### config.mk
export PLATFORM = sky130hd
export DESIGN_NAME = apu_top
export DESIGN_NICKNAME = d
export VERILOG_FILES = /design/src/apu_pkg.sv /design/src/apu_top.sv /design/src/apu_apb_slave.sv /design/src/apu_exec.sv /design/src/apu_regfile.sv /design/src/apu_alu.sv
export SDC_FILE = /design/constraint.sdc
export NUM_CORES = 2
export LEC_CHECK = 0
export BUFFER_PORTS_ARGS = -buffer_cell sky130_fd_sc_hd__buf_2
export CORE_MARGIN = 1.5
export CORE_UTILIZATION = 36
export DETAILED_ROUTE_END_ITERATION = 10
export HOLD_SLACK_MARGIN = 0.06
export SYNTH_ARGS = -nofsm -noshare
export SYNTH_HDL_FRONTEND = slang
export SYNTH_SLANG_ARGS = --single-unit
### constraint.sdc
create_clock -name clk -period 9 [get_ports clk]
set_clock_uncertainty 0.15 [all_clocks]
set_input_delay 0.45 -clock clk [delete_from_list [all_inputs] [get_ports clk]]
set_output_delay 0.45 -clock clk [all_outputs]
set_load 0.03 [all_outputs]
### src/apu_pkg.sv
`default_nettype none

package apu_pkg;

	typedef logic [31:0] data_t;     // Register, operand and APB data word
	typedef logic [2:0]  reg_addr_t;
	typedef logic [3:0]  alu_func_t;
	typedef logic [1:0]  alu_size_t; // 0 is 8 bits, 1 is 16, 2 is 24, 3 is 32
	typedef logic [7:0]  apb_addr_t;

	// ALU function codes
	// Paired functions differ in bit 0 only, the ALU uses that bit as carry select
	localparam alu_func_t FN_LOAD = 4'd0;
	localparam alu_func_t FN_AND  = 4'd1;
	localparam alu_func_t FN_OR   = 4'd2;
	localparam alu_func_t FN_XOR  = 4'd3;
	localparam alu_func_t FN_ADD  = 4'd4;
	localparam alu_func_t FN_ADC  = 4'd5;
	localparam alu_func_t FN_SUB  = 4'd6;
	localparam alu_func_t FN_SBC  = 4'd7;
	localparam alu_func_t FN_RR   = 4'd8;
	localparam alu_func_t FN_RRC  = 4'd9;
	localparam alu_func_t FN_SRA  = 4'd10;
	localparam alu_func_t FN_SRZ  = 4'd11;
	localparam alu_func_t FN_RL   = 4'd12;
	localparam alu_func_t FN_RLC  = 4'd13;
	localparam alu_func_t FN_MUL  = 4'd14;
	localparam alu_func_t FN_MULS = 4'd15;

	typedef struct packed {
		logic z;
		logic s;
		logic c;
		logic v;
	} apu_flags_t;

	// Low 15 bits of the CMD write data
	typedef struct packed {
		alu_func_t func;
		alu_size_t sz;
		reg_addr_t dst;
		reg_addr_t src;
		reg_addr_t arg;
	} apu_cmd_t;

	typedef enum logic [1:0] {
		EX_IDLE,
		EX_READ,
		EX_WRITE
	} exec_state_t;

	// APB register map
	localparam apb_addr_t ADDR_REG0   = 8'h00; // Register n at 0x00 + 4n
	localparam apb_addr_t ADDR_CMD    = 8'h20;
	localparam apb_addr_t ADDR_STATUS = 8'h24;
	localparam int        STATUS_BUSY = 4;     // Busy bit, flags sit below it

endpackage

`default_nettype wire
### src/apu_top.sv
`timescale 1ns/1ps
`default_nettype none

module apu_top (
	input  wire                     clk,
	input  wire                     rst,
	input  wire                     psel,
	input  wire                     penable,
	input  wire                     pwrite,
	input  wire apu_pkg::apb_addr_t paddr,
	input  wire apu_pkg::data_t     pwdata,
	output apu_pkg::data_t          prdata,
	output logic                    pready
);

	logic                busy;
	logic                cmd_valid;
	apu_pkg::apu_cmd_t   cmd;
	logic                host_we;
	apu_pkg::reg_addr_t  host_addr;
	apu_pkg::data_t      host_wdata;
	apu_pkg::reg_addr_t  host_rd_addr;
	apu_pkg::reg_addr_t  exec_rd_addr_b;
	apu_pkg::reg_addr_t  rd_addr_a;
	apu_pkg::reg_addr_t  rd_addr_b;
	apu_pkg::data_t      rd_data_a;
	apu_pkg::data_t      rd_data_b;
	apu_pkg::apu_flags_t flags;
	apu_pkg::data_t      alu_src;
	apu_pkg::data_t      alu_arg;
	logic                alu_c;
	apu_pkg::alu_func_t  alu_func;
	apu_pkg::alu_size_t  alu_sz;
	apu_pkg::data_t      alu_res;
	apu_pkg::apu_flags_t alu_flags;
	logic                wb_we;
	apu_pkg::reg_addr_t  wb_addr;
	apu_pkg::data_t      wb_data;
	apu_pkg::apu_flags_t wb_flags;

	// Sequencer owns port B while a command runs
	assign rd_addr_b = busy ? exec_rd_addr_b : host_rd_addr;

	apu_apb_slave i_slave (
		.clk        (clk),
		.rst        (rst),
		.psel       (psel),
		.penable    (penable),
		.pwrite     (pwrite),
		.paddr      (paddr),
		.pwdata     (pwdata),
		.prdata     (prdata),
		.pready     (pready),
		.busy       (busy),
		.cmd_valid  (cmd_valid),
		.cmd        (cmd),
		.host_we    (host_we),
		.host_addr  (host_addr),
		.host_wdata (host_wdata),
		.rd_addr_b  (host_rd_addr),
		.rd_data_b  (rd_data_b),
		.flags      (flags)
	);

	apu_exec i_exec (
		.clk       (clk),
		.rst       (rst),
		.cmd_valid (cmd_valid),
		.cmd       (cmd),
		.busy      (busy),
		.rd_addr_a (rd_addr_a),
		.rd_addr_b (exec_rd_addr_b),
		.rd_data_a (rd_data_a),
		.rd_data_b (rd_data_b),
		.flags     (flags),
		.alu_src   (alu_src),
		.alu_arg   (alu_arg),
		.alu_c     (alu_c),
		.alu_func  (alu_func),
		.alu_sz    (alu_sz),
		.alu_res   (alu_res),
		.alu_flags (alu_flags),
		.wb_we     (wb_we),
		.wb_addr   (wb_addr),
		.wb_data   (wb_data),
		.wb_flags  (wb_flags)
	);

	apu_regfile i_regfile (
		.clk        (clk),
		.rst        (rst),
		.rd_addr_a  (rd_addr_a),
		.rd_addr_b  (rd_addr_b),
		.rd_data_a  (rd_data_a),
		.rd_data_b  (rd_data_b),
		.host_we    (host_we),
		.host_addr  (host_addr),
		.host_wdata (host_wdata),
		.wb_we      (wb_we),
		.wb_addr    (wb_addr),
		.wb_data    (wb_data),
		.wb_flags   (wb_flags),
		.flags      (flags)
	);

	apu_alu i_alu (
		.src   (alu_src),
		.arg   (alu_arg),
		.c     (alu_c),
		.func  (alu_func),
		.sz    (alu_sz),
		.res   (alu_res),
		.flags (alu_flags)
	);

endmodule

`default_nettype wire

### src/apu_apb_slave.sv
`timescale 1ns/1ps
`default_nettype none

module apu_apb_slave (
	input  wire                      clk,
	input  wire                      rst,
	input  wire                      psel,
	input  wire                      penable,
	input  wire                      pwrite,
	input  wire apu_pkg::apb_addr_t  paddr,
	input  wire apu_pkg::data_t      pwdata,
	output apu_pkg::data_t           prdata,
	output logic                     pready,
	input  wire                      busy,
	output logic                     cmd_valid,
	output apu_pkg::apu_cmd_t        cmd,
	output logic                     host_we,
	output apu_pkg::reg_addr_t       host_addr,
	output apu_pkg::data_t           host_wdata,
	output apu_pkg::reg_addr_t       rd_addr_b,
	input  wire apu_pkg::data_t      rd_data_b,
	input  wire apu_pkg::apu_flags_t flags
);

	logic           sel_reg;
	logic           sel_cmd;
	logic           sel_status;
	logic           setup;
	logic           done;
	logic           stall;
	apu_pkg::data_t status;
	apu_pkg::data_t rdata;

	// Word decode, byte offset ignored
	assign sel_reg    = paddr[7:5] == apu_pkg::ADDR_REG0[7:5];
	assign sel_cmd    = paddr[7:2] == apu_pkg::ADDR_CMD[7:2];
	assign sel_status = paddr[7:2] == apu_pkg::ADDR_STATUS[7:2];

	assign setup = psel && !penable;
	assign done  = psel && penable && pready;

	// Writes wait for the sequencer, reads never do
	assign stall = pwrite && (busy || cmd_valid);

	always_ff @(posedge clk) begin
		if (rst)
			pready <= 1'b0;
		else if (psel && !done)
			pready <= !stall;
		else
			pready <= 1'b0;
	end

	always_comb begin
		status = '0;
		status[apu_pkg::STATUS_BUSY] = busy;
		status[3:0] = flags;
	end

	// CMD is write only and reads back as 0 like unmapped space
	always_comb begin
		if (sel_reg)
			rdata = rd_data_b;
		else if (sel_status)
			rdata = status;
		else
			rdata = '0;
	end

	// Sampled in setup so data is ready in the first access cycle
	always_ff @(posedge clk) begin
		if (setup && !pwrite)
			prdata <= rdata;
	end

	always_ff @(posedge clk) begin
		if (rst)
			cmd_valid <= 1'b0;
		else
			cmd_valid <= done && pwrite && sel_cmd;
	end

	always_ff @(posedge clk) begin
		if (done && pwrite && sel_cmd)
			cmd <= pwdata[$bits(apu_pkg::apu_cmd_t)-1:0];
	end

	assign host_we    = done && pwrite && sel_reg; // Register written on completing edge
	assign host_addr  = paddr[4:2];
	assign host_wdata = pwdata;
	assign rd_addr_b  = paddr[4:2];

endmodule

`default_nettype wire

### src/apu_exec.sv
`timescale 1ns/1ps
`default_nettype none

module apu_exec (
	input  wire                      clk,
	input  wire                      rst,
	input  wire                      cmd_valid,
	input  wire apu_pkg::apu_cmd_t   cmd,
	output logic                     busy,
	output apu_pkg::reg_addr_t       rd_addr_a,
	output apu_pkg::reg_addr_t       rd_addr_b,
	input  wire apu_pkg::data_t      rd_data_a,
	input  wire apu_pkg::data_t      rd_data_b,
	input  wire apu_pkg::apu_flags_t flags,
	output apu_pkg::data_t           alu_src,
	output apu_pkg::data_t           alu_arg,
	output logic                     alu_c,
	output apu_pkg::alu_func_t       alu_func,
	output apu_pkg::alu_size_t       alu_sz,
	input  wire apu_pkg::data_t      alu_res,
	input  wire apu_pkg::apu_flags_t alu_flags,
	output logic                     wb_we,
	output apu_pkg::reg_addr_t       wb_addr,
	output apu_pkg::data_t           wb_data,
	output apu_pkg::apu_flags_t      wb_flags
);

	apu_pkg::exec_state_t state;
	apu_pkg::apu_cmd_t    cmd_q;
	apu_pkg::data_t       src_q;
	apu_pkg::data_t       arg_q;
	logic                 c_q;

	always_ff @(posedge clk) begin
		if (rst) begin
			state <= apu_pkg::EX_IDLE;
		end else begin
			case (state)
				apu_pkg::EX_IDLE:  if (cmd_valid) state <= apu_pkg::EX_READ;
				apu_pkg::EX_READ:  state <= apu_pkg::EX_WRITE;
				apu_pkg::EX_WRITE: state <= apu_pkg::EX_IDLE;
				default:           state <= apu_pkg::EX_IDLE;
			endcase
		end
	end

	// Command, then operands and stored carry
	always_ff @(posedge clk) begin
		if (state == apu_pkg::EX_IDLE && cmd_valid)
			cmd_q <= cmd;
		if (state == apu_pkg::EX_READ) begin
			src_q <= rd_data_a;
			arg_q <= rd_data_b;
			c_q   <= flags.c;
		end
	end

	assign busy = state != apu_pkg::EX_IDLE;

	// Port B is handed over at top level while busy
	assign rd_addr_a = cmd_q.src;
	assign rd_addr_b = cmd_q.arg;

	assign alu_src  = src_q;
	assign alu_arg  = arg_q;
	assign alu_c    = c_q;
	assign alu_func = cmd_q.func;
	assign alu_sz   = cmd_q.sz;

	// Result lands on the edge that leaves EX_WRITE
	assign wb_we    = state == apu_pkg::EX_WRITE;
	assign wb_addr  = cmd_q.dst;
	assign wb_data  = alu_res;
	assign wb_flags = alu_flags;

endmodule

`default_nettype wire

### src/apu_regfile.sv
`timescale 1ns/1ps
`default_nettype none

module apu_regfile (
	input  wire                      clk,
	input  wire                      rst,
	input  wire apu_pkg::reg_addr_t  rd_addr_a,
	input  wire apu_pkg::reg_addr_t  rd_addr_b,
	output apu_pkg::data_t           rd_data_a,
	output apu_pkg::data_t           rd_data_b,
	input  wire                      host_we,
	input  wire apu_pkg::reg_addr_t  host_addr,
	input  wire apu_pkg::data_t      host_wdata,
	input  wire                      wb_we,
	input  wire apu_pkg::reg_addr_t  wb_addr,
	input  wire apu_pkg::data_t      wb_data,
	input  wire apu_pkg::apu_flags_t wb_flags,
	output apu_pkg::apu_flags_t      flags
);

	apu_pkg::data_t      regs [0:7];
	apu_pkg::apu_flags_t flag_q;
	logic                we;
	apu_pkg::reg_addr_t  waddr;
	apu_pkg::data_t      wdata;

	// Writeback has priority over the host port
	assign we    = wb_we || host_we;
	assign waddr = wb_we ? wb_addr : host_addr;
	assign wdata = wb_we ? wb_data : host_wdata;

	always_ff @(posedge clk) begin
		if (rst) begin
			for (int i = 0; i < 8; i++)
				regs[i] <= '0;
		end else if (we) begin
			regs[waddr] <= wdata;
		end
	end

	// Host writes never touch the flags
	always_ff @(posedge clk) begin
		if (rst)
			flag_q <= '0;
		else if (wb_we)
			flag_q <= wb_flags;
	end

	assign rd_data_a = regs[rd_addr_a];
	assign rd_data_b = regs[rd_addr_b];
	assign flags     = flag_q;

endmodule

`default_nettype wire

### src/apu_alu.sv
`timescale 1ns/1ps
`default_nettype none

module apu_alu (
	input  wire apu_pkg::data_t     src,
	input  wire apu_pkg::data_t     arg,
	input  wire                     c,
	input  wire apu_pkg::alu_func_t func,
	input  wire apu_pkg::alu_size_t sz,
	output apu_pkg::data_t          res,
	output apu_pkg::apu_flags_t     flags
);

	logic [5:0]     msb;   // Top bit index at the selected size
	apu_pkg::data_t mask;
	apu_pkg::data_t src_m;
	apu_pkg::data_t arg_m;
	logic           sc;
	logic [32:0]    sum;
	logic [32:0]    dif;
	logic           ca;
	logic           cs;
	logic           cl;
	logic           cr;
	logic           lc;
	logic           rc;
	apu_pkg::data_t r_rr;
	apu_pkg::data_t r_rl;
	logic [15:0]    mul_lo;
	logic [31:0]    mul_hi;
	apu_pkg::data_t r_mul;
	logic           fc;

	assign msb = {1'b0, sz, 3'b111};

	always_comb begin
		case (sz)
			2'd0:    mask = 32'h0000_00ff;
			2'd1:    mask = 32'h0000_ffff;
			2'd2:    mask = 32'h00ff_ffff;
			default: mask = 32'hffff_ffff;
		endcase
	end

	assign src_m = src & mask;
	assign arg_m = arg & mask;

	// Carry in only for ADC and SBC
	assign sc = c && func[0];

	// Bit above the sized field is the carry or the borrow
	assign sum = {1'b0, src_m} + {1'b0, arg_m} + {32'd0, sc};
	assign dif = {1'b0, src_m} - {1'b0, arg_m} - {32'd0, sc};
	assign ca  = sum[msb + 6'd1];
	assign cs  = dif[msb + 6'd1];

	// Bits leaving the field on a shift
	assign cl = src[msb[4:0]];
	assign cr = src[0];

	assign lc = func[0] ? c : cl;            // RLC takes carry, RL rotates
	assign rc = func[1] ? (func[0] ? 1'b0 : cl) : // SRZ, SRA
	                      (func[0] ? c : cr);      // RRC, RR

	always_comb begin
		r_rr = src_m >> 1;
		r_rr[msb[4:0]] = rc;
	end

	assign r_rl = ((src << 1) | {31'd0, lc}) & mask;

	// 8x8 for the two narrow sizes, 16x16 above
	assign mul_lo = src[7:0] * arg[7:0];
	assign mul_hi = src[15:0] * arg[15:0];
	assign r_mul  = (sz[1] ? mul_hi : {16'd0, mul_lo}) & mask;

	always_comb begin
		unique case (func)
			apu_pkg::FN_LOAD: begin
				res = src;
				fc  = 1'b0;
			end
			apu_pkg::FN_AND: begin
				res = src & arg;
				fc  = 1'b0;
			end
			apu_pkg::FN_OR: begin
				res = src | arg;
				fc  = 1'b0;
			end
			apu_pkg::FN_XOR: begin
				res = src ^ arg;
				fc  = 1'b0;
			end
			apu_pkg::FN_ADD, apu_pkg::FN_ADC: begin
				res = sum[31:0] & mask;
				fc  = ca;
			end
			apu_pkg::FN_SUB, apu_pkg::FN_SBC: begin
				res = dif[31:0] & mask;
				fc  = cs;
			end
			apu_pkg::FN_RR, apu_pkg::FN_RRC, apu_pkg::FN_SRA, apu_pkg::FN_SRZ: begin
				res = r_rr;
				fc  = cr;
			end
			apu_pkg::FN_RL, apu_pkg::FN_RLC: begin
				res = r_rl;
				fc  = cl;
			end
			apu_pkg::FN_MUL, apu_pkg::FN_MULS: begin
				res = r_mul;
				fc  = 1'b0;
			end
		endcase
	end

	// Z and S look at the sized field even for full width logic results
	always_comb begin
		flags.z = (res & mask) == '0;
		flags.s = res[msb[4:0]];
		flags.c = fc;
		flags.v = 1'b0;     // No overflow detection
	end

endmodule

`default_nettype wire

==> impl_results.md <==
* Status: complete, no violations
* Leakage at ~17 nW
* Distinct cells, synth at 93
* Drt drc at 0
* Seq/Total Area, Yosys at roughly 32%
* Share of the synthesized area in the top cell type at between 30% and 40%
* Req. time, crit path at a little over 9000 ps
* Synthesized cell area at around 0.036 mm^2
* RSZ-0062 raised after global routing: no
* Number of nets with antenna violations after routing at 0
* First-pass GRT wire length at 181,000 um
* Largest family of logic cells by synthesized area: adder cells
* Port buffer count at 75
* Starting Density at between 30% and 40%
* Commonest non-fill, non-tap cell in the layout: nor2_1
* Met2 Usage GRT at just under 40%
* Core footprint at between 0.09 and 0.1 mm^2
* Post-DP HPWL at about 90,000 um
* P&R area growth vs syn at 9.81%
* I/O pins at 78
* Top Usage Layer GRT: met2
* GRT overflow at 0
* Comb power frac at 6.3%
* Slowest-stage cell, CP: edfxtp_1
* Leading area contributor after synthesis: edfxtp_1
* Die H at 319 um
* Worst skew pair latency at 530 ps
* Post-Synth Simple-Gate Area at between 10% and 20%
* Crit path top cell by count: fa_1
* TNS Setup at 0 ps
* Multiplexer share of the synthesized area at 11.7%
* R2R setup slack at 740 ps
* Die area at ~0.10 mm^2
* Compound-Gate Fraction of Synth Area at between 10 and 15%
* CP Launch Point: i_exec.alu_arg[6]
* Max incr delay on CP at approximately 620 ps
* Clock Power Share at roughly 40%
* VDD IR max at between 100 and 150 uV
* Slew Limit Headroom at around 25%
* CTS tree: built
* GR Util met3 at 3.11%
* DR WL/cell at 24.9 um
* # clock sinks at a little under 400
* Dominant cells by area after synthesis: edfxtp_1, fa_1, ha_1
* Post-synthesis xor/xnor area fraction at between 1.5 and 2%
* Worst R2R Start: i_exec.alu_arg[6]
* Crit path buf inv count at 6
* Syn Inst Count at between 3k and 4k
* P_int at approximately 0.0030 W
* Post-synthesis adder-cell area fraction at between 20% and 30%
* Final instance area at between 0.03 and 0.04 mm^2
* Post-synth EDFFs at about 380
* Clock buffer depth at 3
* Vias in the first global route at 28.4k
* Initial antenna violation count at 0
* Final hold violation count at 0
* Minimum clock period at ~8300 ps
* Final Core Density at about 40%
* Initial DRC Count at around 3.0k
* Main synth FF type: edfxtp_1
* Layout Cells excl Fill at between 4k and 5k
* Layout cell share with drive strength beyond 1 at between 10% and 20%
* Gpl congestion at around 0.96
* Largest net degree at the start of global routing at 67
* Routed vias/inst at between 5 and 6
* Worst flop-to-flop path endpoint: i_regfile.flags[3]
* Most frequent cells in the layout: nor2_1, inv_1, edfxtp_1, ha_1, nand2_1
* Reg2Reg Depth at 25
* Sw frac at about a fifth
* CTS H-tree lvls at 2
* Synthesized Nets at a little over 4k
* PD cells at just under 100 mW/mm^2
* Critical path arrival at between 8000 and 9000 ps
* CTS root buf: clkbuf_16
* CTS resizes at 0
* P_sw at 0.000824 W
* CP top delay family: adder cells
* Critical path launch point type: flop
* Tcrit/Tclk final at around 90%
* Met1 Use GR at 31.5%
* Final setup vio count at 0
* GR Util All Layers at a little under a quarter
* Die width at between 300 and 400 um
* Placed Area at 0.0381 mm^2
* Placed Cells at roughly 4.8k
* Levels on crit path at 25
* Async set or reset register ratio after synthesis at 0%
* Vias at about 28k
* Drt first pass iters at 9
* Nature of the critical path endpoint: flop
* Syn Area/Cell at just over 10 um^2
* Standard-cell row count at between 100 and 150
* Fmax at 0.121 GHz
* Slew Limit Fails at 0
* Max_cap viols at 0
* Final wirelength at around 120,000 um
* Nets at approximately 4.2k
* Worst Setup EP: i_regfile.flags[3]
* CTS buffer count at 34
* Type of the worst setup path: flop to flop
* Worst Tran Pin Value at roughly 1100 ps
* Synth Register Bits at 390
* Sequential power share at ~53%
* Min-Delay Path Class: input pin to flop
* Worst-path fanout max at 11
* Clk slew on worst S/H paths at 70 ps
* Ys Warns at 0
registers in the layout, summed over array words and instances, names as in the netlist, 4 cells and up:
signal	count
i_slave.cmd	15
i_exec.alu_arg	32
i_regfile.regs	256
i_exec.alu_func	4
i_exec.alu_src	32
i_slave.prdata	32
worst reg2reg max path, stage by stage, from the launching register on:
cell and delay, ps:
edfxtp_1 620, inv_1 570, nor2_1 140, fa_1 500, inv_1 50, fa_1 490, inv_1 60, fa_1 490
fa_1 570, fa_1 510, inv_1 50, fa_1 500, inv_1 50, ha_1 290, buf_4 180, a21oi_1 320
o21ai_1 130, a31oi_1 340, nor2_1 90, a2111oi_0 410, o211a_1 230, nor3b_1 420, nor3_1 240, nor4_1 320
nand4b_1 180, o31ai_2 270
synth_stat cells, types with 11 or more instances:
cell type and count:
a2111oi_0 11, a211o_1 13, a211oi_1 18, a21o_1 25
a21oi_1 158, a221oi_1 13, a22oi_1 19, a31oi_1 32
and3_1 18, buf_1 16, buf_2 16, clkbuf_1 141
edfxtp_1 383, fa_1 234, ha_1 295, inv_1 469
mux2_2 65, mux2i_1 51, mux4_2 131, nand2_1 257
nand2b_1 38, nand3_1 38, nand4_1 24, nor2_1 532
nor2b_1 45, nor3_1 26, nor3b_1 11, nor4_1 21
o211ai_1 23, o21a_1 21, o21ai_0 74, o21ai_1 27
o221ai_1 15, o22ai_1 14, xnor2_1 51, xor2_1 22
cell type report:
class                   count  area, um^2
well taps                1287        1610
diodes                      1        2.50
fillers                  9667       59300
multi-input cells        2490       21900
clock inverters            17         225
clock buffers              43         948
repair buffers            196        1320
inverters                 487        1830
flip-flops and latches    390       11600
metal layers:
layer	routed length, um	vias to the layer above	share of wire, %
met5	0	-	0
met4	4370	0	3.6
met3	10700	259	8.7
met2	57700	1412	47
met1	49500	14300	40
li1	-	12500	-
power by group through the flow:
| stage | Clock [W] | Sequential, W | Combinational, W |
|---|---|---|---|
| 6_report | 0.00156 | 0.00205 | 0.000242 |
| 5_1_grt | 0.00163 | 0.00206 | 0.000255 |
| 4_1_cts | 0.00157 | 0.00205 | 0.000243 |
| 3_5_place_dp | 0 | 0.00209 | 0.000237 |
| 3_3_place_gp | 0 | 0.00209 | 0.000236 |
| 2_1_floorplan | 0 | 0.00209 | 0.000141 |
logic make-up (layout without fill, tap and decap cells):
family          count (synthesis)  after routing
xor+xnor                       73             73
mux                           248            248
flops                         390            390
simple gates                 1068           1068
buf+inv                       660            743
fa+ha+maj                     529            529
compound gates                572            572
other cells                     0              1
metrics by stage:
| stage | setup WS, ps | power [W] | hold WS [ps] |
|---|---|---|---|
| 4_1_cts | 851 | 0.00387 | 61.0 |
| 3_3_place_gp | 883 | 0.00233 | 251 |
| 6_report | 737 | 0.00386 | 80.4 |
| 5_1_grt | 394 | 0.00394 | 88.1 |
| 2_1_floorplan | 2060 | 0.00223 | 250 |
| 3_5_place_dp | 913 | 0.00233 | 256 |
what timing repair did:
item                      in CTS  in global routing
hold buffers                  14                  1
buffers inserted               0                  0
hold endpoints to repair      14                  1
how the worst min path moves through the flow:
stage	startpoint	endpoint	slack (ps)	cells past startpoint
final	psel	i_slave.pready	80	2
after global routing	psel	i_slave.pready	90	2
after CTS	pwdata[9]	i_slave.cmd[9]	60	1
after detailed placement	i_slave.cmd[2]	i_exec.rd_addr_b[2]	260	0
after global placement	i_slave.cmd[2]	i_exec.rd_addr_b[2]	250	0
after floorplan	i_slave.cmd[11]	i_exec.alu_func[0]	250	0
Note: power is estimated with default switching activity, not from simulation.
